==> src/fft_pkg.sv <==
package fft_pkg;

	////////////////////
	// transform size
	////////////////////

	// the twiddle rom is written out for exactly this size
	localparam int N_POINTS    = 8;
	localparam int LOG2_POINTS = 3;

	////////////////////
	// number formats
	////////////////////

	// signed 2.16 fixed point
	typedef logic signed [17:0] sample_t;

	// re sits in the upper half of the packed word
	typedef struct packed {
		sample_t re;
		sample_t im;
	} cplx_t;

	typedef logic [2:0] addr_t;
	typedef logic [1:0] tw_idx_t;

	// wishbone word and word address
	typedef logic [31:0] wb_data_t;
	typedef logic [4:0]  wb_addr_t;

	// one butterfly as issued by the sequencer
	typedef struct packed {
		cplx_t top;
		cplx_t bot;
		addr_t top_addr;
		addr_t bot_addr;
	} bfly_op_t;

	// both results with the addresses they go back to
	typedef struct packed {
		cplx_t x;
		cplx_t y;
		addr_t x_addr;
		addr_t y_addr;
	} bfly_res_t;

	typedef enum logic [1:0] {
		IDLE,
		RUN,
		DRAIN,
		FINISH
	} ctrl_state_t;

	////////////////////
	// address map
	////////////////////

	// 0..7 real parts, 8..15 imaginary parts
	localparam wb_addr_t ADR_RE_BASE = 5'd0;
	localparam wb_addr_t ADR_IM_BASE = 5'd8;
	// bit 0 start
	localparam wb_addr_t ADR_CTRL    = 5'd16;
	// bit 0 busy, bit 1 done
	localparam wb_addr_t ADR_STATUS  = 5'd17;

endpackage

==> src/complex_mult.sv <==
`timescale 1ns/100ps

module complex_mult (
	input  logic          clk,
	input  fft_pkg::cplx_t b,
	input  fft_pkg::cplx_t w,
	output fft_pkg::cplx_t p
);
	import fft_pkg::*;

	// 2.16 times 2.16, keeps sign bit and bits 32:16 of the full product
	function automatic sample_t mult_2_16(input sample_t x, input sample_t y);
		logic signed [35:0] full;
		full = x * y;
		return {full[35], full[32:16]};
	endfunction

	// the four partial products
	sample_t rr;
	sample_t ii;
	sample_t ri;
	sample_t ir;

	// one guard bit before halving
	logic signed [18:0] sum_re;
	logic signed [18:0] sum_im;

	always_comb begin
		rr = mult_2_16(b.re, w.re);
		ii = mult_2_16(b.im, w.im);
		ri = mult_2_16(b.re, w.im);
		ir = mult_2_16(b.im, w.re);
		// (br + j bi)(wr + j wi)
		sum_re = rr - ii;
		sum_im = ri + ir;
	end

	// drop the lowest bit, so the product comes out halved
	always_ff @(posedge clk) begin
		p.re <= sum_re[18:1];
		p.im <= sum_im[18:1];
	end

endmodule

==> src/butterfly.sv <==
`timescale 1ns/100ps

module butterfly (
	input  logic              clk,
	input  logic              rst,
	input  logic              op_valid,
	input  fft_pkg::bfly_op_t  op,
	input  fft_pkg::cplx_t     w,
	output logic              res_valid,
	output fft_pkg::bfly_res_t res
);
	import fft_pkg::*;

	// product of bot and twiddle, already halved
	cplx_t p;

	// first stage copies, aligned with p
	cplx_t top_d;
	addr_t top_addr_d;
	addr_t bot_addr_d;
	logic  valid_d;

	// top scaled by one half
	cplx_t top_half;

	complex_mult i_cmul (
		.clk (clk),
		.b   (op.bot),
		.w   (w),
		.p   (p)
	);

	////////////////////
	// stage 1
	////////////////////

	always_ff @(posedge clk) begin
		top_d      <= op.top;
		top_addr_d <= op.top_addr;
		bot_addr_d <= op.bot_addr;
	end

	////////////////////
	// stage 2
	////////////////////

	always_comb begin
		top_half.re = top_d.re >>> 1;
		top_half.im = top_d.im >>> 1;
	end

	// sum and difference wrap at 18 bits
	always_ff @(posedge clk) begin
		res.x.re <= top_half.re + p.re;
		res.x.im <= top_half.im + p.im;
		res.y.re <= top_half.re - p.re;
		res.y.im <= top_half.im - p.im;
		res.x_addr <= top_addr_d;
		res.y_addr <= bot_addr_d;
	end

	// valid follows the data two cycles behind op_valid
	always_ff @(posedge clk) begin
		if (rst) begin
			valid_d   <= 1'b0;
			res_valid <= 1'b0;
		end else begin
			valid_d   <= op_valid;
			res_valid <= valid_d;
		end
	end

endmodule

==> src/twiddle_rom.sv <==
`timescale 1ns/100ps

module twiddle_rom (
	input  fft_pkg::tw_idx_t idx,
	output fft_pkg::cplx_t   w
);
	import fft_pkg::*;

	// W_k = cos(2 pi k/8) - j sin(2 pi k/8), rounded to 2.16
	// 46341 is 1/sqrt(2) in 2.16
	always_comb begin
		unique case (idx)
			2'd0: begin
				w.re = 18'sd65536;
				w.im = 18'sd0;
			end
			2'd1: begin
				w.re = 18'sd46341;
				w.im = -18'sd46341;
			end
			2'd2: begin
				w.re = 18'sd0;
				w.im = -18'sd65536;
			end
			2'd3: begin
				w.re = -18'sd46341;
				w.im = -18'sd46341;
			end
		endcase
	end

endmodule

==> src/sample_ram.sv <==
`timescale 1ns/100ps

module sample_ram (
	input  logic           clk,
	input  logic           rst,
	// read ports, asynchronous
	input  fft_pkg::addr_t rd_addr0,
	input  fft_pkg::addr_t rd_addr1,
	output fft_pkg::cplx_t rd_data0,
	output fft_pkg::cplx_t rd_data1,
	// write ports, synchronous
	input  logic           we0,
	input  logic           we1,
	input  fft_pkg::addr_t wr_addr0,
	input  fft_pkg::addr_t wr_addr1,
	input  fft_pkg::cplx_t wr_data0,
	input  fft_pkg::cplx_t wr_data1
);
	import fft_pkg::*;

	// one complex word per point
	cplx_t mem [N_POINTS];

	////////////////////
	// reads
	////////////////////

	assign rd_data0 = mem[rd_addr0];
	assign rd_data1 = mem[rd_addr1];

	////////////////////
	// writes
	////////////////////

	// samples read back as zero until the host loads them
	always_ff @(posedge clk) begin
		if (rst) begin
			for (int i = 0; i < N_POINTS; i++) begin
				mem[i] <= '0;
			end
		end else begin
			if (we1) begin
				mem[wr_addr1] <= wr_data1;
			end
			// port 0 comes last, so it wins on a collision
			if (we0) begin
				mem[wr_addr0] <= wr_data0;
			end
		end
	end

endmodule

==> src/fft_ctrl.sv <==
`timescale 1ns/100ps

module fft_ctrl (
	input  logic               clk,
	input  logic               rst,
	// wishbone classic slave
	input  logic               cyc,
	input  logic               stb,
	input  logic               we,
	input  fft_pkg::wb_addr_t   adr,
	input  fft_pkg::wb_data_t   dat_w,
	output logic               ack,
	output fft_pkg::wb_data_t   dat_r,
	// sample ram
	output fft_pkg::addr_t      rd_addr0,
	output fft_pkg::addr_t      rd_addr1,
	output logic               we0,
	output logic               we1,
	output fft_pkg::addr_t      wr_addr0,
	output fft_pkg::addr_t      wr_addr1,
	output fft_pkg::cplx_t      wr_data0,
	output fft_pkg::cplx_t      wr_data1,
	input  fft_pkg::cplx_t      rd_data0,
	input  fft_pkg::cplx_t      rd_data1,
	// butterfly datapath
	output logic               op_valid,
	output fft_pkg::bfly_op_t   op,
	output fft_pkg::tw_idx_t    tw_idx,
	input  logic               res_valid,
	input  fft_pkg::bfly_res_t  res
);
	import fft_pkg::*;

	localparam logic [1:0] LAST_STAGE = 2'(LOG2_POINTS - 1);
	localparam logic [1:0] BFLY_LAST  = 2'(N_POINTS / 2 - 1);

	ctrl_state_t state;
	logic [1:0]  stage;
	logic [1:0]  bfly;
	logic        drain_cnt;
	logic        busy;
	logic        done;

	// bus decode
	logic        acc;
	logic        is_re;
	logic        is_im;
	logic        host_wr;
	logic        start_hit;
	addr_t       host_idx;
	addr_t       host_rd_addr;
	cplx_t       host_word;
	wb_data_t    rd_word;

	// butterfly addressing
	addr_t       half;
	addr_t       grp;
	addr_t       ofs;
	addr_t       top_addr;
	addr_t       bot_addr;

	////////////////////
	// wishbone
	////////////////////

	// a fresh request is one that is not being acked right now
	assign acc       = cyc & stb & ~ack;
	assign is_re     = (adr[4:3] == ADR_RE_BASE[4:3]);
	assign is_im     = (adr[4:3] == ADR_IM_BASE[4:3]);
	// sample and start writes are dropped while a transform runs
	assign host_wr   = acc & we & (is_re | is_im) & ~busy;
	assign start_hit = acc & we & (adr == ADR_CTRL) & dat_w[0] & ~busy;

	// writes land bit-reversed, reads use the natural order
	assign host_idx     = adr[2:0];
	assign host_rd_addr = we ? {host_idx[0], host_idx[1], host_idx[2]} : host_idx;

	// keep the half that is not written
	always_comb begin
		host_word = rd_data0;
		if (is_re) begin
			host_word.re = sample_t'(dat_w[17:0]);
		end else begin
			host_word.im = sample_t'(dat_w[17:0]);
		end
	end

	// read mux, samples sign-extended
	always_comb begin
		rd_word = '0;
		if (is_re && !busy) begin
			rd_word = {{14{rd_data0.re[17]}}, rd_data0.re};
		end else if (is_im && !busy) begin
			rd_word = {{14{rd_data0.im[17]}}, rd_data0.im};
		end else if (adr == ADR_STATUS) begin
			rd_word = {30'd0, done, busy};
		end
	end

	// one-cycle ack, then wait for stb to drop
	always_ff @(posedge clk) begin
		if (rst) begin
			ack <= 1'b0;
		end else begin
			ack <= acc;
		end
	end

	always_ff @(posedge clk) begin
		if (acc) begin
			dat_r <= rd_word;
		end
	end

	////////////////////
	// addresses
	////////////////////

	// group and offset within the stage, half-span is 2^stage
	always_comb begin
		half     = addr_t'(1) << stage;
		grp      = addr_t'(bfly) >> stage;
		ofs      = addr_t'(bfly) & (half - addr_t'(1));
		top_addr = (grp << (stage + 1)) + ofs;
		bot_addr = top_addr + half;
		tw_idx   = tw_idx_t'({ofs, 2'b00} >> stage);
	end

	////////////////////
	// ram ports
	////////////////////

	// host owns port 0 while idle
	assign rd_addr0 = busy ? top_addr : host_rd_addr;
	assign rd_addr1 = bot_addr;

	assign we0      = host_wr | res_valid;
	assign wr_addr0 = busy ? res.x_addr : host_rd_addr;
	assign wr_data0 = busy ? res.x : host_word;
	assign we1      = res_valid;
	assign wr_addr1 = res.y_addr;
	assign wr_data1 = res.y;

	assign op_valid    = (state == RUN);
	assign op.top      = rd_data0;
	assign op.bot      = rd_data1;
	assign op.top_addr = top_addr;
	assign op.bot_addr = bot_addr;

	////////////////////
	// sequencer
	////////////////////

	// 4 issue + 2 drain cycles per stage
	always_ff @(posedge clk) begin
		if (rst) begin
			state     <= IDLE;
			stage     <= '0;
			bfly      <= '0;
			drain_cnt <= 1'b0;
			busy      <= 1'b0;
			done      <= 1'b0;
		end else begin
			case (state)
				IDLE: begin
					if (start_hit) begin
						state <= RUN;
						stage <= '0;
						bfly  <= '0;
						busy  <= 1'b1;
						done  <= 1'b0;
					end
				end
				RUN: begin
					// wraps back to 0 for the next stage
					bfly <= bfly + 2'd1;
					if (bfly == BFLY_LAST) begin
						state     <= DRAIN;
						drain_cnt <= 1'b0;
					end
				end
				DRAIN: begin
					drain_cnt <= ~drain_cnt;
					// last write-back of the stage lands this cycle
					if (drain_cnt) begin
						if (stage == LAST_STAGE) begin
							state <= FINISH;
						end else begin
							stage <= stage + 2'd1;
							state <= RUN;
						end
					end
				end
				FINISH: begin
					busy  <= 1'b0;
					done  <= 1'b1;
					state <= IDLE;
				end
				default: state <= IDLE;
			endcase
		end
	end

endmodule

==> src/fft_top.sv <==
`timescale 1ns/100ps

module fft_top (
	input  logic             clk,
	input  logic             rst,
	input  logic             cyc,
	input  logic             stb,
	input  logic             we,
	input  fft_pkg::wb_addr_t adr,
	input  fft_pkg::wb_data_t dat_w,
	output logic             ack,
	output fft_pkg::wb_data_t dat_r
);
	import fft_pkg::*;

	////////////////////
	// ram side
	////////////////////

	addr_t rd_addr0;
	addr_t rd_addr1;
	cplx_t rd_data0;
	cplx_t rd_data1;
	logic  we0;
	logic  we1;
	addr_t wr_addr0;
	addr_t wr_addr1;
	cplx_t wr_data0;
	cplx_t wr_data1;

	////////////////////
	// datapath side
	////////////////////

	logic      op_valid;
	bfly_op_t  op;
	tw_idx_t   tw_idx;
	cplx_t     w;
	logic      res_valid;
	bfly_res_t res;

	fft_ctrl i_ctrl (
		.clk       (clk),
		.rst       (rst),
		.cyc       (cyc),
		.stb       (stb),
		.we        (we),
		.adr       (adr),
		.dat_w     (dat_w),
		.ack       (ack),
		.dat_r     (dat_r),
		.rd_addr0  (rd_addr0),
		.rd_addr1  (rd_addr1),
		.we0       (we0),
		.we1       (we1),
		.wr_addr0  (wr_addr0),
		.wr_addr1  (wr_addr1),
		.wr_data0  (wr_data0),
		.wr_data1  (wr_data1),
		.rd_data0  (rd_data0),
		.rd_data1  (rd_data1),
		.op_valid  (op_valid),
		.op        (op),
		.tw_idx    (tw_idx),
		.res_valid (res_valid),
		.res       (res)
	);

	sample_ram i_ram (
		.clk      (clk),
		.rst      (rst),
		.rd_addr0 (rd_addr0),
		.rd_addr1 (rd_addr1),
		.rd_data0 (rd_data0),
		.rd_data1 (rd_data1),
		.we0      (we0),
		.we1      (we1),
		.wr_addr0 (wr_addr0),
		.wr_addr1 (wr_addr1),
		.wr_data0 (wr_data0),
		.wr_data1 (wr_data1)
	);

	// twiddle is looked up in the issue cycle
	twiddle_rom i_rom (
		.idx (tw_idx),
		.w   (w)
	);

	butterfly i_bfly (
		.clk       (clk),
		.rst       (rst),
		.op_valid  (op_valid),
		.op        (op),
		.w         (w),
		.res_valid (res_valid),
		.res       (res)
	);

endmodule

==> config.mk <==
export PLATFORM = sky130hd
export DESIGN_NAME = fft_top
export DESIGN_NICKNAME = d
export VERILOG_FILES = /design/src/fft_pkg.sv /design/src/complex_mult.sv /design/src/butterfly.sv /design/src/twiddle_rom.sv /design/src/sample_ram.sv /design/src/fft_ctrl.sv /design/src/fft_top.sv
export SDC_FILE = /design/constraint.sdc
export NUM_CORES = 2
export LEC_CHECK = 0
export BUFFER_PORTS_ARGS = -buffer_cell sky130_fd_sc_hd__buf_2
export CORE_MARGIN = 5
export CORE_UTILIZATION = 70
export CTS_BUF_LIST = sky130_fd_sc_hd__clkbuf_8
export DETAILED_ROUTE_END_ITERATION = 16
export HOLD_SLACK_MARGIN = 0.12
export PLACE_DENSITY = 0.95
export SYNTH_ARGS = -nofsm -noshare
export SYNTH_HDL_FRONTEND = slang
export SYNTH_HIERARCHICAL = 1
export SYNTH_SLANG_ARGS = --single-unit
==> constraint.sdc <==
create_clock -name clk -period 36.4 [get_ports clk]
set_input_delay 3.64 -clock clk [delete_from_list [all_inputs] [get_ports clk]]
set_output_delay 3.64 -clock clk [all_outputs]
set_load 0.005 [all_outputs]
# After elaboration in Yosys (flattened, before gate mapping)
# Memory sizes are Yosys's and may differ from the RTL's.
# Index checks and enable logic that the tools add are counted.
[classes] n_addsub=12 mul=4 eq_ne=15 shift=4 mux=40 bitwise_logic=14 reduce_logical=17
[op_table] operator="18-bit by 18-bit multiplier with 36-bit output" n=4
[op_table] operator="36-bit case mux with 4 select lines" n=1
[op_table] operator="36-bit 2-to-1 mux" n=3
[op_table] operator="36-bit OR reduction" n=2
[op_table] operator="32-bit 2-to-1 mux" n=2
[op_table] operator="17-bit by 18-bit adder with 18-bit output" n=2
[op_table] operator="18-bit 2-to-1 mux" n=2
[op_table] operator="17-bit by 18-bit subtractor with 18-bit output" n=2
[op_table] operator="3-bit by 32-bit << shifter with 3-bit output" n=1
[op_table] operator="18-bit by 18-bit adder with 19-bit output" n=1
[op_table] operator="18-bit by 18-bit subtractor with 19-bit output" n=1
[op_table] operator="2-bit 2-to-1 mux" n=8
[op_table] operator="3-bit 2-to-1 mux" n=5
[op_table] operator="1-bit 2-to-1 mux" n=13
[op_table] operator="2-bit == test (second input constant)" n=6
[op_table] operator="5-bit == test (second input constant)" n=2
[op_table] operator="1-bit bitwise AND" n=8
[op_table] operator="2-bit case mux with 2 select lines" n=2
[op_table] operator="2-bit case mux with 4 select lines" n=1
[op_table] operator="2-bit nonzero test" n=4
[op_table] operator="3-bit adder" n=2
[op_table] operator="2-bit by 1-bit == test with 1-bit output (second input constant)" n=3
[op_table] operator="2-bit logical NOT" n=3
[op_table] operator="1-bit case mux with 2 select lines" n=3
[op_table] operator="16 further kinds" n=25
[word_totals] ff_bits=200 ramBits=288 output_inout_bits=33 mem_count=1
[mem_list] name="i_ram.mem" depth=8 width=36 read_ports=2 rd_ports_with_merged_regs=0 wr=8 line_no="sample_ram.sv:22" rtl="cplx_t mem [N_POINTS];"

# Logic depth before layout (Yosys ltp)
[depth] word_depth=11 depth_mapped=52 depth_no_buf=46

# Modules after synthesis
# Netlist, hierarchy kept.
[by_module_without_submodules] mod="complex_mult" n_inst=1 cells_per_inst=5273 area_each_um2=48343.9
[by_module_without_submodules] mod="sample_ram" n_inst=1 cells_per_inst=1297 area_each_um2=18745.5
[by_module_without_submodules] mod="butterfly" n_inst=1 cells_per_inst=626 area_each_um2=5878.1
[by_module_without_submodules] mod="fft_ctrl" n_inst=1 cells_per_inst=422 area_each_um2=3485.8
[by_module_without_submodules] mod="twiddle_rom" n_inst=1 cells_per_inst=41 area_each_um2=311.5

# Least setup slack after synthesis
# Ideal clock, no wire load.
[synth_path] kind="register to register" startpoint="reg i_ctrl.stage[0]" endpoint="reg, netlist name i_bfly/i_cmul/p[13]" arrival_ns=11.502 required_ns=36.294 slack_ns=24.793 path_stages_with_launch=49 n_path_buf=6 synth_period_minus_slack_ns=11.607 cell_sequence="dfxtp_1 -> inv_1 -> ha_1 -> nor3_1 -> and3_1 -> ha_1 -> inv_1 -> fa_1 -> fa_1 -> xnor2_1 -> xnor3_1 -> buf_4 -> clkbuf_1 -> clkbuf_1 -> mux4_2 -> mux2_2 -> buf_4 -> clkbuf_1 -> [13 not listed] -> a21oi_1 -> o21ai_0 -> a2111o_1 -> a31o_2 -> and2_1 -> o21a_1 -> o21ai_0 -> nand2b_1 -> xor2_1 -> ha_1 -> a21boi_0 -> o211ai_1 -> a21boi_0 -> o21a_1 -> o31a_1 -> o211ai_1 -> nand2_1 -> o311ai_0"
[synth_lines] item="start: declaration" line_no="fft_ctrl.sv:38" rtl="logic [1:0] stage;"
[synth_lines] item="start signal: assignment" line_no="fft_ctrl.sv:189" rtl="stage <= stage + 2'd1;"

==> results_dict.tcl <==
set metrics [dict create \
    core_mm2 0.109 \
    fin_skew_ps 71.8 \
    met3_usage 0.124 \
    post-route-drc-count 0 \
    drive_gt1_frac 0.115 \
    reg2reg_slack_ps 21950 \
    p_leak_uw 0.0375 \
    cts_tree "done" \
    hold_start "i_bfly/bot_addr_d[1]" \
    fin_util 0.717 \
    clock_latency_ps 720 \
    antenna_found_initial 13 \
    vias 58100 \
    total_power_uw 2320 \
    root_buffer "clkbuf_8" \
    cap_violations 0 \
    die_area_mm2 0.116 \
    worst_pin_slew_ps 1220 \
    hold_viol 0 \
    instances_no_fill 8790 \
    ctsHoldBuffers 0 \
    p_sw_uw 1040 \
    post_cts_resized 0 \
    slowest_delay_ps 830 \
    power_density_mw_per_mm2 29.7 \
    synth_cells 7657 \
    worstPathMaxFanout 45 \
    required_ps 36920 \
    drt_iter0_markers 7508 \
    status "completed" \
    drt_first_pass_iters 8 \
    grt_pass1_wl_um 347000 \
    grt-busiest-layer "met2" \
    io_buffers 60 \
    dp_cells 8632 \
    syn_area_mm2 0.0767 \
    cts_setup_buffers 0 \
    first_global_vias 65500 \
    setup_violations 0 \
    yosysWarnings 6 \
    crit_family "adder cells" \
    use_met1 0.419 \
    gp_congestion 0.950 \
    gr-total-overflow 0 \
    grt_use_met2 0.608 \
    numCtsBuffers 79 \
    hpwl_um 147000 \
    cts.htree.levels 3 \
    fmax_mhz 69.2 \
    fin_nets 9126 \
    ios 75 \
    grt_util_all_layers 0.383 \
    fin_crit_sh 0.397 \
    initial_utilization 0.705 \
    criticalPathCategory "flop to flop" \
    r2r-start "i_ctrl/stage[0]" \
    startpoint "i_ctrl/stage[0]" \
    antenna_left 0 \
    die_h_um 341 \
    final.min_clock_period_ps 14450 \
    clockBufferDepth 3 \
    crit_cells 42 \
    crit_path_end "i_bfly/i_cmul/p[15]" \
    cp-end-kind "flop" \
    switching_share 0.447 \
    clk_pin_slew_ps 70 \
    timing.rr.end "i_bfly/i_cmul/p[15]" \
    p_int_uw 1280 \
    vias_per_cell 6.61 \
    die_w_um 341 \
    grt_start_max_net_pins 107 \
    hp-class "flop to flop" \
    setup_tns_ps 0 \
    power_frac_seq 0.316 \
    area_growth_pct 1.76 \
    cp.arrival_ps 14970 \
    drv_slew 0 \
    comb_power_share 0.484 \
    p_clk_frac 0.200 \
    path_common_cell "fa_1" \
    drt_wl_total_um 220000 \
    cts_num_sinks 470 \
    reg2reg_depth 42 \
    cpMaxStageDelayCell "a21oi_1" \
    wl_per_cell_um 25.1 \
    placementRows 121 \
    rsz0062_at_grt "false" \
    postSynthAreaPerCell_um2 10.0 \
    peakVddDrop_mv 0.0398 \
    max_slew_margin 0.186 \
    worstSetupStartpointType "flop" \
    critPathBufInv 8 \
]
layout by cell type (no fill, tap or decap), types with 46 or more instances in the layout:
cell type and count:
fa_1 1320, nand2_1 676, mux2i_1 54, buf_2 60, dfxtp_1 162, mux2_4 87
a21oi_1 104, xnor2_1 141, o21ai_0 96, mux4_2 144, and2_1 637, nand2b_1 46
edfxtp_1 306, ha_1 462, inv_1 1539, nor2_1 468, clkbuf_8 88, buf_4 81
mux2_2 274
final cells by class:
cell class | count | area [um^2]
multi-input combinational | 5090 | 55700
inverter | 1517 | 5690
clock inverter | 58 | 269
antenna | 12 | 30.0
timing repair buffer | 141 | 908
tap | 1414 | 1770
fill | 6072 | 30800
sequential | 470 | 12500
clock buffer | 88 | 1210
power by group through the flow:
stage	Combinational (uW)	Sequential (uW)	Clock, uW
after detailed placement	1010	729	0
after CTS	1050	723	457
after global placement	940	722	0
after floorplan	764	694	0
final	1120	733	463
after global routing	1170	731	485
routing by layer:
| metal | vias up | wire length (um) |
|---|---|---|
| met1 | 28100 | 65600 |
| met4 | 14 | 23200 |
| li1 | 22900 | - |
| met5 | - | 209 |
| met2 | 5185 | 101000 |
| met3 | 1915 | 30100 |
worst min path at each step:
stage                          to  slack, ps  cells after the start
floorplan           i_bfly/res[0]        310                      0
global placement    i_bfly/res[3]        310                      0
detailed placement  i_bfly/res[1]        310                      0
CTS                 i_bfly/res[1]        330                      0
global route        i_bfly/res[2]        340                      0
finish              i_bfly/res[1]        330                      0
through the flow:
step	hold slack, ps	instance area, um^2	setup WS (ps)
2_1_floorplan	310	76800	24790
3_3_place_gp	310	76600	23440
3_5_place_dp	312	76600	22800
4_1_cts	325	78100	22650
5_1_grt	339	78100	21820
6_report	325	78100	21950
registers in the layout, indices dropped and copies added (netlist names):
register           flops
i_bfly/i_cmul/p       36
i_ram/mem            288
i_ctrl/busy            1
i_bfly/top_d          34
i_ctrl/stage           2
i_ctrl/bfly            2
i_bfly/bot_addr_d      3
i_bfly/valid_d         1
i_ctrl/state           2
i_ctrl/ack             1
i_ctrl/done            1
i_bfly/res_valid       1
i_ctrl/drain_cnt       1
i_bfly/res            76
i_ctrl/dat_r          18
i_bfly/top_addr_d      3
Power figures use the tool's default switching activity.
